--- config.mk ---
export PLATFORM = sky130hd
export DESIGN_NAME = com_rx_top
export DESIGN_NICKNAME = d
export VERILOG_FILES = /design/src/com_pkg.sv /design/src/link_pkg.sv /design/src/com_rxf.sv /design/src/lane_pair.sv /design/src/com_rx_top.sv
export SDC_FILE = /design/constraint.sdc
export NUM_CORES = 1
export LEC_CHECK = 0
export BUFFER_PORTS_ARGS = -buffer_cell sky130_fd_sc_hd__buf_2
export CAP_MARGIN = 10
export CORE_ASPECT_RATIO = 0.6
export CORE_UTILIZATION = 40
export DETAILED_ROUTE_END_ITERATION = 8
export RECOVER_POWER = 25
export SLEW_MARGIN = 20
export SYNTH_ARGS = -nofsm -noshare
export SYNTH_HDL_FRONTEND = slang
export SYNTH_SLANG_ARGS = --single-unit
--- constraint.sdc ---
create_clock -name clk -period 5.7 [get_ports clk]
set_clock_uncertainty 0.2 [all_clocks]
set_input_delay 1.14 -clock clk [delete_from_list [all_inputs] [get_ports clk]]
set_output_delay 1.14 -clock clk [all_outputs]
set_load 0.03 [all_outputs]
--- src/com_pkg.sv ---
package com_pkg;

    // ######################################################################
    // Frame format
    // ######################################################################

    // Bit value that opens a frame while fire is high.
    localparam logic SYNC_BIT = 1'b1;

    // Data bits per word, sent MSB first.
    localparam int WORD_BITS = 8;

    // ######################################################################
    // Lane skew buffering
    // ######################################################################

    // Words each lane may run ahead of the other.
    localparam int PAIR_DEPTH = 4;
    localparam int PAIR_PTR_BITS = $clog2(PAIR_DEPTH);
    localparam int PAIR_CNT_BITS = $clog2(PAIR_DEPTH + 1);

endpackage

--- src/link_pkg.sv ---
package link_pkg;

    import com_pkg::*;

    // ######################################################################
    // Word types on the receive path
    // ######################################################################

    // One deserialized word from a single lane.
    typedef struct packed {
        logic                 valid;
        logic [WORD_BITS-1:0] data;
    } lane_word_t;

    // Matched words from both lanes, lane 0 in lo and lane 1 in hi.
    typedef struct packed {
        logic                 valid;
        logic [WORD_BITS-1:0] lo;
        logic [WORD_BITS-1:0] hi;
    } pair_word_t;

endpackage

--- src/com_rxf.sv ---
`timescale 1ns/1ps

module com_rxf
    import com_pkg::*;
    import link_pkg::*;
(
    input  logic       clk,
    input  logic       rst,
    input  logic       din,
    input  logic       fire,
    output lane_word_t word
);

    typedef enum logic [3:0] {
        ST_WAIT,
        ST_HUNT,
        ST_B0,
        ST_B1,
        ST_B2,
        ST_B3,
        ST_B4,
        ST_B5,
        ST_B6,
        ST_B7
    } state_t;

    state_t state;
    state_t state_nxt;

    logic [WORD_BITS-2:0] shreg;
    logic [WORD_BITS-1:0] word_data;
    logic                 word_valid;
    logic                 shift_en;

    // ######################################################################
    // Frame state machine
    // ######################################################################

    always_comb begin
        state_nxt = state;
        case (state)
            // Fire going high already counts as hunting on this edge.
            ST_WAIT: begin
                if (fire) begin
                    state_nxt = (din == SYNC_BIT) ? ST_B0 : ST_HUNT;
                end
            end
            ST_HUNT: begin
                if (!fire) begin
                    state_nxt = ST_WAIT;
                end else if (din == SYNC_BIT) begin
                    state_nxt = ST_B0;
                end
            end
            ST_B0: state_nxt = ST_B1;
            ST_B1: state_nxt = ST_B2;
            ST_B2: state_nxt = ST_B3;
            ST_B3: state_nxt = ST_B4;
            ST_B4: state_nxt = ST_B5;
            ST_B5: state_nxt = ST_B6;
            ST_B6: state_nxt = ST_B7;
            // No new sync bit between back-to-back words.
            ST_B7: state_nxt = fire ? ST_B0 : ST_WAIT;
            default: state_nxt = ST_WAIT;
        endcase
    end

    always_ff @(posedge clk or posedge rst) begin
        if (rst) begin
            state      <= ST_WAIT;
            word_valid <= 1'b0;
        end else begin
            state      <= state_nxt;
            word_valid <= (state == ST_B7);
        end
    end

    // ######################################################################
    // Deserializer
    // ######################################################################

    assign shift_en = state inside {ST_B0, ST_B1, ST_B2, ST_B3, ST_B4, ST_B5, ST_B6};

    always_ff @(posedge clk) begin
        if (shift_en) begin
            shreg <= {shreg[WORD_BITS-3:0], din};
        end
        // Last bit goes straight into the word.
        if (state == ST_B7) begin
            word_data <= {shreg, din};
        end
    end

    assign word = lane_word_t'{valid: word_valid, data: word_data};

    // Eight bit states lie between two strobes.
    a_valid_spacing: assert property (
        @(posedge clk) disable iff (rst) word_valid |=> !word_valid
    );

    a_state_legal: assert property (
        @(posedge clk) disable iff (rst)
        state inside {ST_WAIT, ST_HUNT, ST_B0, ST_B1, ST_B2,
                      ST_B3, ST_B4, ST_B5, ST_B6, ST_B7}
    );

endmodule

--- src/lane_pair.sv ---
`timescale 1ns/1ps

module lane_pair
    import com_pkg::*;
    import link_pkg::*;
(
    input  logic       clk,
    input  logic       rst,
    input  lane_word_t lane0,
    input  lane_word_t lane1,
    output pair_word_t pair,
    output logic       skew_error
);

    localparam int LANES = 2;

    lane_word_t lane_in [LANES];

    logic [WORD_BITS-1:0]     buf_mem [LANES][PAIR_DEPTH];
    logic [PAIR_PTR_BITS-1:0] wr_ptr  [LANES];
    logic [PAIR_PTR_BITS-1:0] rd_ptr  [LANES];
    logic [PAIR_CNT_BITS-1:0] cnt     [LANES];

    logic [LANES-1:0] full;
    logic [LANES-1:0] store;
    logic [LANES-1:0] drop;
    logic             pop;

    logic                 pair_valid;
    logic [WORD_BITS-1:0] pair_lo;
    logic [WORD_BITS-1:0] pair_hi;

    function automatic logic [PAIR_PTR_BITS-1:0] next_ptr(
        input logic [PAIR_PTR_BITS-1:0] ptr
    );
        return (ptr == PAIR_PTR_BITS'(PAIR_DEPTH - 1)) ? '0 : ptr + 1'b1;
    endfunction

    assign lane_in[0] = lane0;
    assign lane_in[1] = lane1;

    // ######################################################################
    // Buffer control
    // ######################################################################

    // Only buffered words pair up, never a word arriving this cycle.
    assign pop = (cnt[0] != '0) && (cnt[1] != '0);

    always_comb begin
        for (int n = 0; n < LANES; n++) begin
            full[n]  = (cnt[n] == PAIR_CNT_BITS'(PAIR_DEPTH));
            // A pop on the same edge frees the slot.
            store[n] = lane_in[n].valid && (!full[n] || pop);
            drop[n]  = lane_in[n].valid && full[n] && !pop;
        end
    end

    always_ff @(posedge clk or posedge rst) begin
        if (rst) begin
            for (int n = 0; n < LANES; n++) begin
                wr_ptr[n] <= '0;
                rd_ptr[n] <= '0;
                cnt[n]    <= '0;
            end
            pair_valid <= 1'b0;
            skew_error <= 1'b0;
        end else begin
            for (int n = 0; n < LANES; n++) begin
                if (store[n]) begin
                    wr_ptr[n] <= next_ptr(wr_ptr[n]);
                end
                if (pop) begin
                    rd_ptr[n] <= next_ptr(rd_ptr[n]);
                end
                cnt[n] <= cnt[n] + PAIR_CNT_BITS'(store[n]) - PAIR_CNT_BITS'(pop);
            end
            pair_valid <= pop;
            // Sticky until reset.
            if (|drop) begin
                skew_error <= 1'b1;
            end
        end
    end

    // ######################################################################
    // Storage and pair output
    // ######################################################################

    always_ff @(posedge clk) begin
        for (int n = 0; n < LANES; n++) begin
            if (store[n]) begin
                buf_mem[n][wr_ptr[n]] <= lane_in[n].data;
            end
        end
        if (pop) begin
            pair_lo <= buf_mem[0][rd_ptr[0]];
            pair_hi <= buf_mem[1][rd_ptr[1]];
        end
    end

    assign pair = pair_word_t'{valid: pair_valid, lo: pair_lo, hi: pair_hi};

    a_cnt_bound: assert property (
        @(posedge clk) disable iff (rst)
        (cnt[0] <= PAIR_CNT_BITS'(PAIR_DEPTH)) && (cnt[1] <= PAIR_CNT_BITS'(PAIR_DEPTH))
    );

    // A pair always comes from two buffered words, judged by the pointers.
    a_pair_source: assert property (
        @(posedge clk) disable iff (rst)
        pair_valid |-> $past(((wr_ptr[0] != rd_ptr[0]) || full[0])
                          && ((wr_ptr[1] != rd_ptr[1]) || full[1]))
    );

endmodule

--- src/com_rx_top.sv ---
`timescale 1ns/1ps

module com_rx_top
    import link_pkg::*;
(
    input  logic       clk,
    input  logic       rst,
    input  logic [1:0] din,
    input  logic [1:0] fire,
    output pair_word_t pair,
    output logic       skew_error
);

    lane_word_t lane_word [2];

    // ######################################################################
    // Lane receivers
    // ######################################################################

    com_rxf i_rxf_0 (
        .clk  (clk),
        .rst  (rst),
        .din  (din[0]),
        .fire (fire[0]),
        .word (lane_word[0])
    );

    com_rxf i_rxf_1 (
        .clk  (clk),
        .rst  (rst),
        .din  (din[1]),
        .fire (fire[1]),
        .word (lane_word[1])
    );

    // Deskew and join the two lanes.
    lane_pair i_lane_pair (
        .clk        (clk),
        .rst        (rst),
        .lane0      (lane_word[0]),
        .lane1      (lane_word[1]),
        .pair       (pair),
        .skew_error (skew_error)
    );

endmodule

### After elaboration in Yosys (flattened, before gate mapping)

Memories as Yosys holds them, arrays and structs flattened.
Cells that the tools add are included.

* register bits after elaboration: 72
* latch bits: 0
* RAM bits: 64
* bits in read-only memories: 0
* input port bits: 6
* output and inout port bits: 18
* word-level logic and storage cells: 118
* memories: 1

Memories
* i_lane_pair.buf_mem: depth 2, width 32, read ports 2, clocked after memory_dff 0, write ports 2, line lane_pair.sv:19 `logic [WORD_BITS-1:0] buf_mem [LANES][PAIR_DEPTH];`

* $add $sub $neg: 8
* $mul: 0
* divide/modulo/power cells: 0
* order comparisons: 6
* equal/unequal tests: 28
* shift-type cells: 0
* muxes and demuxes: 30
* bitwise operators: 4
* reductions and logical operators: 23

Operators with widths (count)
* 4-bit case mux with 10 select lines: 2
* 32-bit 2-to-1 mux: 2
* 8-bit 2-to-1 mux: 6
* 8-bit binary-select mux with 2-bit select: 2
* 8-bit demux with 2-bit select: 2
* 4-bit by 3-bit equality test with 1-bit output (second input constant): 8
* 4-bit 2-to-1 mux: 6
* 4-bit by 2-bit equality test with 1-bit output (second input constant): 4
* 4-bit equality test (second input constant): 4
* 2-bit 2-to-1 mux: 8
* 7-bit nonzero test: 2
* 3-bit greater-or-equal comparator (second input constant): 4
* 2-bit inverter with 3-bit output: 4
* 1-bit logical AND: 9
* 2-bit by 1-bit adder with 2-bit output (second input constant): 4
* 2-bit equality test (second input constant): 4
* 4-bit by 1-bit equality test with 1-bit output (second input constant): 2
* 4-bit zero test: 2
* 3-bit by 1-bit adder with 3-bit output: 2
* 3-bit equality test (second input constant): 2
* 3-bit by 1-bit less-than comparator with 1-bit output (second input constant): 2
* 3-bit != test (second input constant): 2
* 3-bit nonzero test: 2
* 3-bit by 1-bit subtractor with 3-bit output: 2
* 6 further kinds: 12

### Depth between registers and ports, before layout

* word-level depth: 6
* mapped depth: 9
* mapped depth without buffers: 9

### Cells and area by module

A second synthesis with hierarchy kept.

* cells, all modules: 265
* area total of the unflattened synthesis: 5132.4 um2

By module, submodules not included
* lane_pair: instances 1, cells each 183, area an instance 3728.6 um2, seq. area each 2802.7 um2
* com_rxf: instances 2, cells each 41, area an instance 701.9 um2, seq. area each 575.6 um2

### Least setup slack after synthesis

OpenSTA, ideal clock, no wires.

* path type: reg2reg
* start point: reg i_lane_pair.cnt[2] (netlist bit)
* end point: reg i_lane_pair.cnt[5] (netlist bit)
* library setup time: 0.129 ns
* arrival time: 2.712 ns
* required time: 5.371 ns
* slack: 2.659 ns
* cell stages (with the launch flop): 10
* buffers on the path: 0
* period minus slack after synthesis: 3.041 ns
* cells stage by stage: dfrtp_1 nor3_4 nor2_1 ha_1 inv_1 ha_1 inv_1 fa_1 xnor2_1 xnor2_1

* word-level cells in the longest chain between the ends: 6

RTL lines
* from (decl): line lane_pair.sv:22 `logic [PAIR_CNT_BITS-1:0] cnt [LANES];`
* from (signal, indexed assignment): line lane_pair.sv:75 `cnt[n] <= cnt[n] + PAIR_CNT_BITS'(store[n]) - PAIR_CNT_BITS'(pop);`
* 3-bit nonzero test *: line lane_pair.sv:47 `assign pop = (cnt[0] != '0) && (cnt[1] != '0);`
* 1-bit logical AND *: line lane_pair.sv:47
* net i_lane_pair.pop: line lane_pair.sv:27 `logic pop;`
* 1-bit logical OR: line lane_pair.sv:53 `store[n] = lane_in[n].valid && (!full[n] || pop);`
* 1-bit logical AND: line lane_pair.sv:53
* 3-bit by 1-bit adder with 3-bit output: line lane_pair.sv:75
* 3-bit by 1-bit subtractor with 3-bit output *: line lane_pair.sv:75

The timed path passes the listed nets; every way through them passes the cells marked *.
A chain may end at the register's enable or synchronous reset.

### Worst setup path after layout

* start point: reg i_lane_pair.skew_error
* end point: out skew_error

RTL lines
* from (decl): line lane_pair.sv:12 `output logic skew_error`
* from (signal assigned): line lane_pair.sv:66 `skew_error <= 1'b0;`
* from (signal assigned): line lane_pair.sv:80 `skew_error <= 1'b1;`
* to (decl): line com_rx_top.sv:11 `output logic skew_error`

No word-level cell between the ends.

==> summary.txt <==
Outcome
  • Status: complete, no violations

Synthesis
  • Count leader, synth: edfxtp_1
  • Cells after Synth: 260
  • Post-Synthesis Cell Area: 5130 um2
  • Post-Synth XOR/XNOR Area: 1.20%
  • Yosys reg bits: 136
  • Mux share of post-synthesis cell area: 8.78%
  • Cell variety after synth: 34
  • Synth cell count leaders: edfxtp_1 (110), dfrtp_1 (26), mux4_2 (16)
  • Most used DFF post-synth: edfxtp_1
  • Largest family of logic cells by synthesized area: multiplexers
  • Synth Area in Simple Gates: 4.83%
  • Synth Area in Compound Gates: 2.59%
  • Synth Area in Adders: 3.95%
  • Asr flop ratio synth: 19.1%
  • Dominant cell type by area after synthesis: edfxtp_1
  • Syn_area_per_cell: 19.7 um2
  • Post-synth top area share: 64.4%
  • Syn_nets: 281
  • Post-synth EDFFs: 110
  • Yosys warns: 0
  • Seq/Total Area, Yosys: 77.1%
  • Area contributors post-synth: edfxtp_1 (64%), dfrtp_1 (13%), mux4_2 (7.0%)

Global routing
  • Busiest grt layer: met1
  • Initial antenna violation count: 0
  • Met1 Use GR: 19.3%
  • GRT Util Overall: 13.1%
  • Largest net degree at the start of global routing: 27
  • First-pass GRT wire length: 12,200 um
  • Vias in the first global route: 2,215
  • Met2 Usage GRT: 16.2%
  • M3 GR Usage: 4.87%
  • Total gr overflow: 0

Placement
  • Placed cell area: 5430 um2
  • HPWL after detailed placement: 5070 um
  • Routability Congestion: 0.735
  • I/O Buffers: 23

Min path
  • Worst hold path class: reg -> reg

CTS
  • Post-CTS setup buffers: 0
  • Hold Buf Count CTS: 0
  • TritonCTS clock tree: done
  • Clock transition at path regs: 0.05 ns
  • Root Buffer: clkbuf_16
  • Clock buffer depth: 2
  • Post-CTS resize count: 0
  • Clk sinks: 136
  • Num CTS Buffers: 17
  • H-tree depth: 4
  • Clk Latency, worst-skew pair: 0.41 ns

Timing
  • Finish-stage setup viols: 0
  • FMAX: 413 MHz
  • Min cycle time layout: 2.42 ns
  • Unrepaired setup endpoints after global routing: no
  • Final Hold Fails: 0
  • Slew HR: 35.9%
  • Worst-Margin Slew: 0.951 ns
  • Slew Viols, Final: 0
  • Post-route setup TNS: 0 ns
  • Crit share post-route: 42.5%

Die
  • Die height: 89.7 um
  • Initial core utilization: 41.7%
  • Die ar.: 13,300 um2
  • Row count: 31
  • Core ar.: 12,300 um2
  • Die width: 148 um
  • I/O pin count: 24

Layout
  • Layout Nets: 317
  • Ant diodes: 0
  • Area Growth Syn to Fin: 16.4%
  • Post-Layout Inst Area: 5970 um2
  • Share of cells above drive strength 1: 25.6%
  • Filler cell count: 1,006

Setup path
  • Slowest cell on the critical path: dfrtp_1
  • CP Launch Point: i_lane_pair.skew_error
  • CP required: 4.36 ns
  • Crit path max fanout: 2
  • Setup crit end: skew_error
  • CP bufs+invs: 1
  • Arrival @ worst endpoint: 1.08 ns
  • CP peak stage delay: 0.44 ns
  • Worst Path Class, Setup: reg -> out
  • R2R depth: 9
  • Crit path cell chain: buf_2
  • R2r endpoint: i_lane_pair.cnt[5]
  • Worst path depth: 1
  • Top delay family on crit path: flip-flops
  • Endpoint class of the critical path: output pin
  • Worst setup SP type: flop
  • Reg-to-reg startpoint: i_lane_pair.cnt[5]
  • Reg-to-reg slack, setup: 3.30 ns

Power
  • Power Density: 557 nW/um2
  • Worst VDD drop: 207 uV
  • Static leakage: 2.16 nW

Detailed routing
  • Vias: 2,262
  • Initial DRC count: 185
  • Antenna-violating nets left: 0
  • WL/cell: 16.2 um
  • Drc violations: 0
  • DR pass1 iterations: 4
  • Final wirelength: 7650 um
  • DR vias/cell: 4.78

Run
  • Max-cap violations: 0
-- worst min path at each step --
stage / startpoint / to / slack [ns] / depth (start not counted)
2_1_floorplan: i_rxf_0.shreg[6] / i_rxf_0.word_data[7] / 0.20 / 0
3_3_place_gp: i_rxf_1.shreg[6] / i_rxf_1.word_data[7] / 0.21 / 0
3_5_place_dp: i_rxf_1.shreg[6] / i_rxf_1.word_data[7] / 0.21 / 0
4_1_cts: i_rxf_1.shreg[6] / i_rxf_1.word_data[7] / 0.22 / 0
5_1_grt: i_rxf_1.shreg[6] / i_rxf_1.word_data[7] / 0.23 / 0
6_report: i_rxf_1.shreg[6] / i_rxf_1.word_data[7] / 0.22 / 0
-- state kept, by name, summed over array words and instances (netlist names), 4 cells and up --
register,flops
i_rxf_0.state,4
i_lane_pair.rd_ptr,4
i_rxf_1.state,4
i_lane_pair.cnt,6
i_lane_pair.buf_mem,64
i_rxf_1.shreg,7
i_lane_pair.wr_ptr,4
i_rxf_0.word_data,8
i_lane_pair.pair_lo,8
i_lane_pair.pair_hi,8
i_rxf_1.word_data,8
i_rxf_0.shreg,7
-- per-stage QoR --
stage / std cells / setup WS, ns / hold WS [ns] / utilization, % / total power, W
3_3_place_gp: 442 / 3.35 / 0.206 / 44.2 / 0.00233
6_report: 473 / 3.28 / 0.217 / 48.6 / 0.00333
3_5_place_dp: 442 / 3.31 / 0.205 / 44.2 / 0.00236
4_1_cts: 473 / 3.27 / 0.216 / 48.6 / 0.00337
5_1_grt: 473 / 3.19 / 0.226 / 48.6 / 0.00350
2_1_floorplan: 260 / 2.66 / 0.200 / - / 0.00215
-- area by class of cell --
type | instances | area (um2) | share of cell area, %
repair buffers | 24 | 123 | 2.05
flip-flops and latches | 136 | 3950 | 66.2
clock buffers | 19 | 433 | 7.25
inverters | 13 | 48.8 | 0.817
clock inverters | 12 | 110 | 1.84
well taps | 165 | 206 | 3.46
multi-input cells | 104 | 1100 | 18.4
-- layer usage --
layer | vias to the layer above | wire length [um]
met5 | - | 0
met4 | 0 | 156
met3 | 13 | 346
met2 | 48 | 3100
met1 | 1135 | 4050
li1 | 1066 | -
-- where the power goes --
group | total, W | internal, W | switching [W]
clock | 0.00101 | 0.000631 | 0.000376
sequential | 0.00160 | 0.00138 | 0.000214
combinational | 0.000723 | 0.000320 | 0.000404
total | 0.00333 | 0.00233 | 0.000994
-- cell families after synthesis --
group,after synthesis
AOI/OAI and AO/OA,16
xor gates and xnor gates,7
adders and majority gates,15
buffers and inverters,20
DFF,136
muxes,24
and+or+nand+nor,42
-- placed cells by master, fill, tap and decap left out, drive strengths merged, types with 2 or more instances in the layout --
cell    instances
mux4           16
nand3           2
nand2b          3
mux2            8
o21ai           8
nor2           13
clkinv         11
edfxtp        110
inv            12
and2            8
clkbuf         19
nand2           4
nand3b          3
xnor2           4
ha             13
nor3            3
bufinv          2
buf            24
a31oi           2
and3            2
dfrtp          26
fa              2
xor2            3
No activity file was read; power rests on OpenSTA's default activity.
